==> config.mk <==
export PLATFORM = sky130hd
export DESIGN_NAME = cam_bist_top
export DESIGN_NICKNAME = d
export VERILOG_FILES = /design/src/rtl/cam_bist_pkg.sv /design/src/rtl/cam_bist_ctrl.sv /design/src/rtl/cam_bist_addr_cnt.sv /design/src/rtl/cam_bist_inhandler.sv /design/src/rtl/cam_bist_checker.sv /design/src/rtl/cam_bist_top.sv
export SDC_FILE = /design/constraint.sdc
export NUM_CORES = 1
export LEC_CHECK = 0
export BUFFER_PORTS_ARGS = -buffer_cell sky130_fd_sc_hd__buf_2
export CORE_ASPECT_RATIO = 1.25
export CORE_UTILIZATION = 55
export DETAILED_ROUTE_END_ITERATION = 10
export HOLD_SLACK_MARGIN = 0.02
export PLACE_DENSITY = 0.9
export SETUP_SLACK_MARGIN = 0.02
export SKIP_LAST_GASP = 1
export SYNTH_ARGS = -nofsm -noshare
export SYNTH_HDL_FRONTEND = slang
export SYNTH_SLANG_ARGS = --single-unit
==> constraint.sdc <==
create_clock -name bist_clk -period 3.8 [get_ports bist_clk]
set_input_delay 0.38 -clock bist_clk [delete_from_list [all_inputs] [get_ports bist_clk]]
set_output_delay 0.38 -clock bist_clk [all_outputs]
set_load 0.1 [all_outputs]
==> src/rtl/cam_bist_pkg.sv <==
// Shared sizes, constants and bus types for the CAM BIST engine.
// The CAM is fixed at 16 entries of 16 bits; addr_width must match cam_entries.
// Write data is the background field on top of the entry address, so every
// entry holds a unique word as long as addr_width covers all entries.
`default_nettype none

package cam_bist_pkg;

   // ------------------------------------------------------------------------
   // Array geometry
   // ------------------------------------------------------------------------
   localparam int cam_width   = 16;
   localparam int cam_entries = 16;
   localparam int addr_width  = 4;

   // Upper part of each word, above the address field
   localparam int bg_width = cam_width - addr_width;

   // Background pattern, alternating nibbles to toggle neighbouring cells
   localparam logic [bg_width-1:0] bist_background = 12'hA5C;

   // ------------------------------------------------------------------------
   // Engine phases
   // ------------------------------------------------------------------------
   typedef enum logic [2:0] {
      phase_idle    = 3'd0,
      phase_write   = 3'd1,
      phase_compare = 3'd2,
      phase_drain   = 3'd3,
      phase_done    = 3'd4
   } bist_phase_t;

   // ------------------------------------------------------------------------
   // CAM port bundles
   // ------------------------------------------------------------------------
   // Write port, one entry per cycle
   typedef struct packed {
      logic                  wr_en;
      logic [addr_width-1:0] addr;
      logic [cam_width-1:0]  data;
   } cam_wr_t;

   // Compare port, key is also the functional search key
   typedef struct packed {
      logic                 valid;
      logic [cam_width-1:0] key;
   } cam_cmp_t;

   // Match result, registered inside the CAM
   typedef struct packed {
      logic                  hit;
      logic [addr_width-1:0] addr;
   } cam_match_t;

   // Run configuration, held stable for a whole run
   typedef struct packed {
      logic data_inv;
      logic cd_mask_en;
   } bist_cfg_t;

   // Status seen by the test controller
   typedef struct packed {
      logic                  busy;
      logic                  done;
      logic                  fail;
      logic [addr_width-1:0] fail_addr;
   } bist_status_t;

endpackage

`default_nettype wire

==> src/rtl/cam_bist_ctrl.sv <==
// Phase sequencer for the CAM BIST run.
// A start pulse is only taken in idle; it is ignored while a run is busy.
// Phase changes follow the counter wrap flag, so write and compare length
// are set by the address counter, not here.
`timescale 1ns/1ps
`default_nettype none

module cam_bist_ctrl (
   input  wire logic                      bist_clk,
   input  wire logic                      rst_b,
   input  wire logic                      start,
   input  wire logic                      cnt_wrap,
   output cam_bist_pkg::bist_phase_t      phase,
   output logic                           cnt_en,
   output logic                           cnt_clr,
   output logic                           status_busy,
   output logic                           status_done
);

   cam_bist_pkg::bist_phase_t phase_nxt;

   // ------------------------------------------------------------------------
   // Next phase
   // ------------------------------------------------------------------------
   always_comb begin
      phase_nxt = phase;
      case (phase)
         cam_bist_pkg::phase_idle: begin
            if (start) begin
               phase_nxt = cam_bist_pkg::phase_write;
            end
         end
         cam_bist_pkg::phase_write: begin
            // Last entry written
            if (cnt_wrap) begin
               phase_nxt = cam_bist_pkg::phase_compare;
            end
         end
         cam_bist_pkg::phase_compare: begin
            // Masked compare of last entry issued
            if (cnt_wrap) begin
               phase_nxt = cam_bist_pkg::phase_drain;
            end
         end
         // One cycle for the final match result to return
         cam_bist_pkg::phase_drain: phase_nxt = cam_bist_pkg::phase_done;
         cam_bist_pkg::phase_done:  phase_nxt = cam_bist_pkg::phase_idle;
         default:                   phase_nxt = cam_bist_pkg::phase_idle;
      endcase
   end

   // Phase register
   always_ff @(posedge bist_clk) begin
      if (!rst_b) begin
         phase <= cam_bist_pkg::phase_idle;
      end else begin
         phase <= phase_nxt;
      end
   end

   // ------------------------------------------------------------------------
   // Counter control and status
   // ------------------------------------------------------------------------
   // Clear on an accepted start so the write phase begins at entry 0
   assign cnt_clr = (phase == cam_bist_pkg::phase_idle) && start;

   // Step only while stimulus is being issued
   assign cnt_en = (phase == cam_bist_pkg::phase_write) ||
                   (phase == cam_bist_pkg::phase_compare);

   // Busy covers write through drain
   assign status_busy = (phase == cam_bist_pkg::phase_write)   ||
                        (phase == cam_bist_pkg::phase_compare) ||
                        (phase == cam_bist_pkg::phase_drain);

   assign status_done = (phase == cam_bist_pkg::phase_done);

   // Done lasts one cycle and the next phase is idle rather than busy
   a_done_not_busy : assert property (
      @(posedge bist_clk) disable iff (!rst_b)
         status_done |=> !status_done && !status_busy
   );

endmodule

`default_nettype wire

==> src/rtl/cam_bist_addr_cnt.sv <==
// Entry counter for the BIST engine.
// Write phase walks the address alone; compare phase walks {addr, step},
// so each entry gets a plain then a masked compare. Wrap is combinational.
`timescale 1ns/1ps
`default_nettype none

module cam_bist_addr_cnt (
   input  wire logic                                    bist_clk,
   input  wire logic                                    rst_b,
   input  wire logic                                    cnt_en,
   input  wire logic                                    cnt_clr,
   input  wire cam_bist_pkg::bist_phase_t               phase,
   output logic [cam_bist_pkg::addr_width-1:0]          addr,
   output logic                                         step,
   output logic                                         cnt_wrap
);

   logic in_compare;
   logic last_addr;

   assign in_compare = (phase == cam_bist_pkg::phase_compare);
   assign last_addr  = (addr == cam_bist_pkg::addr_width'(cam_bist_pkg::cam_entries - 1));

   // Step bit sits below the address, so address moves after the masked step
   always_ff @(posedge bist_clk) begin
      if (!rst_b || cnt_clr) begin
         addr <= '0;
         step <= 1'b0;
      end else if (cnt_en) begin
         if (in_compare) begin
            {addr, step} <= {addr, step} + 1'b1;
         end else begin
            addr <= addr + 1'b1;
         end
      end
   end

   // Last count of the phase: last entry, and its masked step in compare
   assign cnt_wrap = cnt_en && last_addr && (!in_compare || step);

   // Step bit only toggles in the compare phase
   a_step_in_compare : assert property (
      @(posedge bist_clk) disable iff (!rst_b) !in_compare |-> !step
   );

endmodule

`default_nettype wire

==> src/rtl/cam_bist_inhandler.sv <==
// CAM input handler for the BIST engine.
// Builds write data and compare keys from the background and entry address.
// Mask rotation has priority over a scan load; a scan load may leave the
// mask with any pattern, the engine still rotates whatever was loaded.
// Outside the compare phase the CAM key is the functional key.
`timescale 1ns/1ps
`default_nettype none

module cam_bist_inhandler (
   input  wire logic                                   bist_clk,
   input  wire logic                                   rst_b,
   input  wire cam_bist_pkg::bist_phase_t              phase,
   input  wire logic [cam_bist_pkg::addr_width-1:0]    addr,
   input  wire logic                                   step,
   input  wire cam_bist_pkg::bist_cfg_t                cfg,
   input  wire logic                                   fscan_mode,
   input  wire logic [cam_bist_pkg::cam_width-1:0]     func_key,
   output cam_bist_pkg::cam_wr_t                       cam_wr,
   output cam_bist_pkg::cam_cmp_t                      cam_cmp
);

   logic [cam_bist_pkg::cam_width-1:0] bist_mask;
   logic [cam_bist_pkg::cam_width-1:0] wr_data;
   logic [cam_bist_pkg::cam_width-1:0] cmp_data;
   logic                               in_compare;
   logic                               rotate_mask;
   logic                               scan_loaded;

   assign in_compare = (phase == cam_bist_pkg::phase_compare);

   // Rotate at the end of every masked compare
   assign rotate_mask = in_compare && step;

   // ------------------------------------------------------------------------
   // Rotating mask
   // ------------------------------------------------------------------------
   always_ff @(posedge bist_clk) begin
      if (!rst_b) begin
         bist_mask <= cam_bist_pkg::cam_width'(1);
      end else if (rotate_mask) begin
         // Rotate left, msb wraps into bit 0
         bist_mask <= {bist_mask[cam_bist_pkg::cam_width-2:0],
                       bist_mask[cam_bist_pkg::cam_width-1]};
      end else if (fscan_mode) begin
         // Scan load from the functional key
         bist_mask <= func_key;
      end
   end

   // Tracks whether the mask may have left its one-hot pattern
   always_ff @(posedge bist_clk) begin
      if (!rst_b) begin
         scan_loaded <= 1'b0;
      end else if (fscan_mode && !rotate_mask) begin
         scan_loaded <= 1'b1;
      end
   end

   // ------------------------------------------------------------------------
   // Write and compare data
   // ------------------------------------------------------------------------
   // Unique word per entry, whole word inverted for the inverse pattern
   assign wr_data = {cam_bist_pkg::bist_background, addr} ^
                    {cam_bist_pkg::cam_width{cfg.data_inv}};

   // Masked step flips the mask bits of the stored word
   assign cmp_data = wr_data ^
                     (bist_mask & {cam_bist_pkg::cam_width{cfg.cd_mask_en & step}});

   assign cam_wr.wr_en = (phase == cam_bist_pkg::phase_write);
   assign cam_wr.addr  = addr;
   assign cam_wr.data  = wr_data;

   // Key mux, BIST data only while comparing
   assign cam_cmp.valid = in_compare;
   assign cam_cmp.key   = in_compare ? cmp_data : func_key;

   // Rotation alone keeps the reset pattern one-hot
   a_mask_onehot : assert property (
      @(posedge bist_clk) disable iff (!rst_b) !scan_loaded |-> $onehot(bist_mask)
   );

endmodule

`default_nettype wire

==> src/rtl/cam_bist_checker.sv <==
// Match checker for the BIST engine.
// Expected result is derived from the issued key alone, so it holds for any
// mask pattern. Only the first failing entry is kept; start clears it.
// Assumes the CAM returns its match exactly one cycle after a compare.
`timescale 1ns/1ps
`default_nettype none

module cam_bist_checker (
   input  wire logic                                   bist_clk,
   input  wire logic                                   rst_b,
   input  wire logic                                   start,
   input  wire cam_bist_pkg::bist_cfg_t                cfg,
   input  wire logic [cam_bist_pkg::addr_width-1:0]    addr,
   input  wire cam_bist_pkg::cam_cmp_t                 cam_cmp,
   input  wire cam_bist_pkg::cam_match_t               cam_match,
   output logic                                        status_fail,
   output logic [cam_bist_pkg::addr_width-1:0]         status_fail_addr
);

   logic                                exp_hit_c;
   logic [cam_bist_pkg::addr_width-1:0] exp_addr_c;
   logic                                exp_vld;
   logic                                exp_hit;
   logic [cam_bist_pkg::addr_width-1:0] exp_addr;
   logic [cam_bist_pkg::addr_width-1:0] issue_addr;
   logic                                mismatch;

   // ------------------------------------------------------------------------
   // Expected result from the key
   // ------------------------------------------------------------------------
   // Hit only if the background field is intact
   assign exp_hit_c = (cam_cmp.key[cam_bist_pkg::cam_width-1:cam_bist_pkg::addr_width] ==
                       (cam_bist_pkg::bist_background ^
                        {cam_bist_pkg::bg_width{cfg.data_inv}}));

   // Address field of the key names the entry that should hit
   assign exp_addr_c = cam_cmp.key[cam_bist_pkg::addr_width-1:0] ^
                       {cam_bist_pkg::addr_width{cfg.data_inv}};

   // Align with the registered CAM result
   always_ff @(posedge bist_clk) begin
      if (!rst_b) begin
         exp_vld <= 1'b0;
      end else begin
         exp_vld <= cam_cmp.valid;
      end
   end

   always_ff @(posedge bist_clk) begin
      if (cam_cmp.valid) begin
         exp_hit    <= exp_hit_c;
         exp_addr   <= exp_addr_c;
         issue_addr <= addr;
      end
   end

   // ------------------------------------------------------------------------
   // Compare and first fail capture
   // ------------------------------------------------------------------------
   // Hit address is a don't care on an expected miss
   assign mismatch = exp_vld &&
                     ((cam_match.hit != exp_hit) ||
                      (exp_hit && (cam_match.addr != exp_addr)));

   always_ff @(posedge bist_clk) begin
      if (!rst_b || start) begin
         status_fail      <= 1'b0;
         status_fail_addr <= '0;
      end else if (mismatch && !status_fail) begin
         status_fail      <= 1'b1;
         status_fail_addr <= issue_addr;
      end
   end

endmodule

`default_nettype wire

==> src/rtl/cam_bist_top.sv <==
// Top level of the CAM BIST engine; the CAM array itself sits outside.
// cfg must be held stable for a whole run. A run takes 50 cycles from the
// start cycle to the done pulse. cam_match must follow cam_cmp.valid by one
// cycle. Outside a run the functional key goes straight to the CAM.
`timescale 1ns/1ps
`default_nettype none

module cam_bist_top (
   input  wire logic                                   bist_clk,
   input  wire logic                                   rst_b,
   input  wire logic                                   start,
   input  wire cam_bist_pkg::bist_cfg_t                cfg,
   input  wire logic                                   fscan_mode,
   input  wire logic [cam_bist_pkg::cam_width-1:0]     func_key,
   input  wire cam_bist_pkg::cam_match_t               cam_match,
   output cam_bist_pkg::cam_wr_t                       cam_wr,
   output cam_bist_pkg::cam_cmp_t                      cam_cmp,
   output cam_bist_pkg::bist_status_t                  status
);

   cam_bist_pkg::bist_phase_t           phase;
   logic                                cnt_en;
   logic                                cnt_clr;
   logic                                cnt_wrap;
   logic [cam_bist_pkg::addr_width-1:0] addr;
   logic                                step;
   logic                                busy;
   logic                                done;
   logic                                fail;
   logic [cam_bist_pkg::addr_width-1:0] fail_addr;

   // ------------------------------------------------------------------------
   // Sequencing
   // ------------------------------------------------------------------------
   cam_bist_ctrl ctrl_inst (
      .bist_clk    (bist_clk),
      .rst_b       (rst_b),
      .start       (start),
      .cnt_wrap    (cnt_wrap),
      .phase       (phase),
      .cnt_en      (cnt_en),
      .cnt_clr     (cnt_clr),
      .status_busy (busy),
      .status_done (done)
   );

   cam_bist_addr_cnt addr_cnt_inst (
      .bist_clk (bist_clk),
      .rst_b    (rst_b),
      .cnt_en   (cnt_en),
      .cnt_clr  (cnt_clr),
      .phase    (phase),
      .addr     (addr),
      .step     (step),
      .cnt_wrap (cnt_wrap)
   );

   // ------------------------------------------------------------------------
   // CAM stimulus and response check
   // ------------------------------------------------------------------------
   cam_bist_inhandler inhandler_inst (
      .bist_clk   (bist_clk),
      .rst_b      (rst_b),
      .phase      (phase),
      .addr       (addr),
      .step       (step),
      .cfg        (cfg),
      .fscan_mode (fscan_mode),
      .func_key   (func_key),
      .cam_wr     (cam_wr),
      .cam_cmp    (cam_cmp)
   );

   cam_bist_checker checker_inst (
      .bist_clk         (bist_clk),
      .rst_b            (rst_b),
      .start            (start),
      .cfg              (cfg),
      .addr             (addr),
      .cam_cmp          (cam_cmp),
      .cam_match        (cam_match),
      .status_fail      (fail),
      .status_fail_addr (fail_addr)
   );

   // Status word
   assign status.busy      = busy;
   assign status.done      = done;
   assign status.fail      = fail;
   assign status.fail_addr = fail_addr;

endmodule

`default_nettype wire

# Word-level counts from Yosys, hierarchy flattened
# Index checks and enable logic that the tools add are counted.
# classes
add_sub_neg,2
eq_ne,11
muxes,8
n_bitwise,6
reduce_logical,20
# op_table
op,count
16-bit two-way mux,3
16-bit bitwise XOR,2
16-bit bitwise AND,1
12-bit == test,1
3-bit case mux with 4 select lines,1
3-bit two-way mux,3
1-bit logical AND,7
"3-bit by 2-bit == test with 1-bit output, second input constant",2
1-bit logical OR,6
6-bit inverter,1
"5-bit by 1-bit adder with 5-bit output, second input constant",1
"4-bit by 1-bit adder with 4-bit output, second input constant",1
"4-bit == test, second input constant",1
4-bit two-way mux,1
"2-bit by 1-bit inequality test with 1-bit output, second input constant",2
4-bit inequality test,1
4-bit bitwise XOR,1
"3-bit by 1-bit == test with 1-bit output, second input constant",1
"3-bit == test, second input constant",1
1-bit zero test,3
3-bit zero test,1
3-bit AND reduction,1
"2-bit inequality test, second input constant",1
2-bit AND reduction,1
other kinds (3),3
# word_totals
reg_bits,39
input_bits,27
out_inout_bits,45
elab_cells,57

# Depth between registers and ports, before layout
# depth
depth_word,6
mapped_depth,10
depth_no_buf,6

# Modules after synthesis
# Synthesis repeated with hierarchy kept, for this count alone.
# hier_totals
hier_cells,302
hier_area_um2,2676.3
# modules_own_cells
module,instances,cells_each,area_per_inst_um2,seq_area_each_um2
cam_bist_inhandler,1,170,1396.3,320.3
cam_bist_checker,1,73,779.5,390.4
cam_bist_addr_cnt,1,40,329.1,100.1
cam_bist_ctrl,1,16,148.9,60.1
cam_bist_top,1,3,22.5,0.0

# Worst setup path before layout
# OpenSTA, ideal clock, no wires.
# synth_timing
kind,flip-flop to flip-flop
start,register addr_cnt_inst.addr[0] in the netlist's numbering
end,register checker_inst.exp_addr[0] in the netlist's numbering (data pin)
setup_ns,0.360
arrival_time_ns,5.090
t_required_ns,3.440
path_slack_ns,-1.650
path_stages_with_launch,5
path_buffers,0
synth_period_minus_slack_ns,5.450
cell_sequence,dfxtp_1 > xor2_1 > xor2_1 > o21ai_0 > xnor2_1
# synth_rtl
element,line_no,rtl
start: declaration,cam_bist_addr_cnt.sv:13,"output logic [cam_bist_pkg::addr_width-1:0] addr,"
start signal: assignment,cam_bist_addr_cnt.sv:31,"{addr, step} <= {addr, step} + 1'b1;"
start signal: assignment,cam_bist_addr_cnt.sv:33,addr <= addr + 1'b1;
end signal: assignment,cam_bist_checker.sv:52,exp_addr <= exp_addr_c;
end: declaration,cam_bist_checker.sv:24,logic [cam_bist_pkg::addr_width-1:0] exp_addr;

==> results.yml <==
place:
  post-place-cells: 373
  place.gp.congestion: 0.868
  placedInstanceArea_sq_um: 2710
  placement.setup.worst_slack_ns: 1.16
  placement.io_buffers: 71
  post-dp-hpwl_mm: 4.03
detailed_routing:
  avgRoutedWirePerCell_microns: 14.7
  antenna_violating_nets_post_route: 0
  detailedRoute.firstPassIterationCount: 4
  detail_route.vias_per_cell: 5.62
  drt_iter0_drcs: 82
  detail_route.drc_violations: 0
  via_count: 2143
  route.final.wire_length_mm: 5.60
flow_run:
  drv_cap: 0
timing:
  timing.fmax_ghz: 0.353
  grt_setup_unrepaired: "no"
  holdWs_ns: 0.454
  worst_pin_slew_ns: 1.01
  setup_slack_ns: 0.971
  slew_viol_final: 0
  min_period_ns: 2.83
  final-hold-violation-count: 0
  final.setup_skew_ns: 0.00669
  min_period_over_period_pct: 74.5
  setup_violations: 0
  max_slew_margin_pct: 32.8
logic_synthesis:
  postSynth.topFlopCell: "dfxtp_1"
  flip_flop_and_latch_count_after_synthesis: 39
  post_synth_num_cell_types: 46
  netlist_instances: 278
  syn_nets: 307
  part_of_the_yosys_area_used_for_sequential_elements_pct: 35.8
  synth_top_cell_by_area: "dfxtp_1"
  async_flop_share_pct: 0
  yosys.area.top_type_share_pct: 24.7
  total_number_of_yosys_warnings: 0
  mapped_avg_cell_area_sq_um: 8.75
  post_synth_main_area_contributors: "dfxtp_1 25%, edfxtp_1 11%, mux2i_1 8.6%"
  number_of_flops_mapped_to_enable_cells_by_yosys: 9
  syn_area_sq_um: 2430
  synth.top_cells.by_count: "46 x nand2_1, 30 x dfxtp_1, 21 x mux2i_1"
  post-synth-top-count-cell: "nand2_1"
layout:
  number_of_nets_in_the_layout: 353
  layout-drive-gt1-share_pct: 28.9
  area.sequential_sq_um: 871
  stdcell_count: 381
  number_of_antenna_cells_inserted: 0
  fillCellCount: 347
  multiInputGateArea_sq_um: 1380
  area_delta_synth_final_pct: 17.0
  fin_area_sq_um: 2850
clock_network:
  ctsRootBufferMaster: "clkbuf_8"
  cts_buffer_depth: 2
  clk_latency_ns: 0.30
  cts-htree-levels: 2
  cts_made_buffers: 5
  cts_hold_fix_bufs: 0
  post-cts-setup-buffers: 0
  cts-resized-gates: 0
  cts_tree: "yes"
  clkSinkCount: 39
  clkSlewWorstSetupHoldPaths_ns: 0.07
critical_path:
  total_buffers_and_inverters_traversed_by_the_critical_path: 3
  timing.critical_path.cells: "or3b_1 > buf_4 > a31oi_1 > a22oi_1 > inv_1 > buf_2"
  biggest_cell_delay_along_the_critical_path_ns: 0.60
  critical-path-top-delay-family: "buffers and inverters"
  timing_worst_setup_path_type: "flop to output pin"
  cpMaxStageDelayCell: "or3b_1"
  required_ns: 3.42
  cp_data_arrival_time_ns: 2.45
  critical_path.max_fanout: 25
  critPathLaunchType: "flop"
  worst_setup_path_end_kind: "output pin"
floorplanning:
  fp.dieArea_sq_um: 4700
  die_w_microns: 61.5
  core_area_sq_um: 4160
  floorplan.die.height_microns: 76.4
  io-pin-count: 72
  num_rows: 26
  floorplan.initialDensity_pct: 58.4
pwr:
  power.share.clock_pct: 35.5
  power_switching_share_pct: 34.2
  power_per_cell_area_nw_per_um2: 409
  power_switching_uw: 398
  combinationalPowerShare_pct: 25.8
  p_int_uw: 765
  leakagePower_uw: 0.00141
  maximum_vdd_ir_drop_uv: 288
  power.sequential.fraction_pct: 38.8
  totalPowerFinal_uw: 1160
global_routing:
  gr_usage_total_pct: 25.8
  number_of_global_route_vias_before_repair: 2014
  grt_pass1_wl_mm: 9.10
  grt_antenna_before_repair: 0
  grt_start_max_net_pins: 33
  grt_overflow: 0
status:
  outcome: "finished clean"
hold_path:
  hold_path_class: "primary input to flop"
-- through the flow --
| stage | TNS (ns) | util, % |
|---|---|---|
| floorplan | -0.733 | - |
| global placement | 0 | 65.1 |
| detailed placement | 0 | 65.1 |
| CTS | 0 | 68.4 |
| global route | 0 | 68.4 |
| finish | 0 | 68.4 |
-- layout by cell type, fill, tap and decap left out, types with 2 or more instances in the layout --
cell	instances
buf_2	71
nand2_1	46
dfxtp_1	30
mux2i_1	21
xnor2_1	20
nor2_1	18
o211a_1	16
nand3_1	9
edfxtp_1	9
o21ai_0	7
o21ai_1	6
xor2_1	6
a21oi_1	5
clkbuf_8	5
xor2_2	4
o21ai_2	4
and2_1	3
a31oi_1	3
inv_1	3
nand2b_1	3
nor3b_1	2
or4b_1	2
or4_1	2
nor2b_1	2
ha_1	2
bufinv_16	2
buf_4	2
-- final timing paths --
kind | slack (ns) | startpoint | cells after the start | to
worst max-delay path | 0.97 | ctrl_inst.phase[1]$_SDFFE_PN0P_ | 6 | cam_cmp[7]
worst min-delay path | 0.45 | rst_b | 2 | inhandler_inst.bist_mask[0]$_SDFFE_PN1P_
worst max register to register | 1.27 | ctrl_inst.phase[1]$_SDFFE_PN0P_ | 6 | checker_inst.exp_hit$_DFFE_PN_
worst min register to register | 0.48 | checker_inst.status_fail$_SDFFE_PP0P_ | 2 | checker_inst.status_fail$_SDFFE_PP0P_
-- power groups by stage --
stage                     combinational, uW  clock (uW)  sequential (uW)
after floorplan                         247           0              464
after global placement                  295           0              459
after detailed placement                299           0              460
after CTS                               300         418              451
after global routing                    315         435              453
final                                   300         413              451
-- cells by family (layout without fill, tap and decap cells) --
family	after synthesis	count (layout)	share of synthesized area, %
and+or+nand+nor	93	93	17.7
AOI/OAI and AO/OA	54	54	16.4
DFF	39	39	35.8
buffers and inverters	39	86	9.67
xor gates and xnor gates	30	30	10.8
muxes	21	21	8.64
adders and majority gates	2	2	1.03
-- registers in the layout, summed over array words and instances, names as in the netlist, 3 cells and up --
signal                         count
inhandler_inst.bist_mask          16
checker_inst.status_fail_addr      4
checker_inst.exp_addr              4
ctrl_inst.phase                    3
addr_cnt_inst.addr                 4
checker_inst.issue_addr            4
-- area by class of cell --
cell class	count	share of cell area, %
Clock inverter	3	2.37
Multi-Input combinational cell	200	48.3
Timing Repair Buffer	73	13.0
Clock buffer	5	2.42
Sequential cell	39	30.6
Inverter	5	0.835
Tap cell	56	2.46
-- routing by layer --
metal  GRT usage, %  vias to the layer above  part of all wire [%]
met4           10.2                        0                   2.1
met2           41.0                      103                    50
li1               -                     1037                     -
met1           32.0                      989                    40
met3           7.30                       14                   8.2
met5              0                        -                     0
No activity file was read; power rests on OpenSTA's default activity.
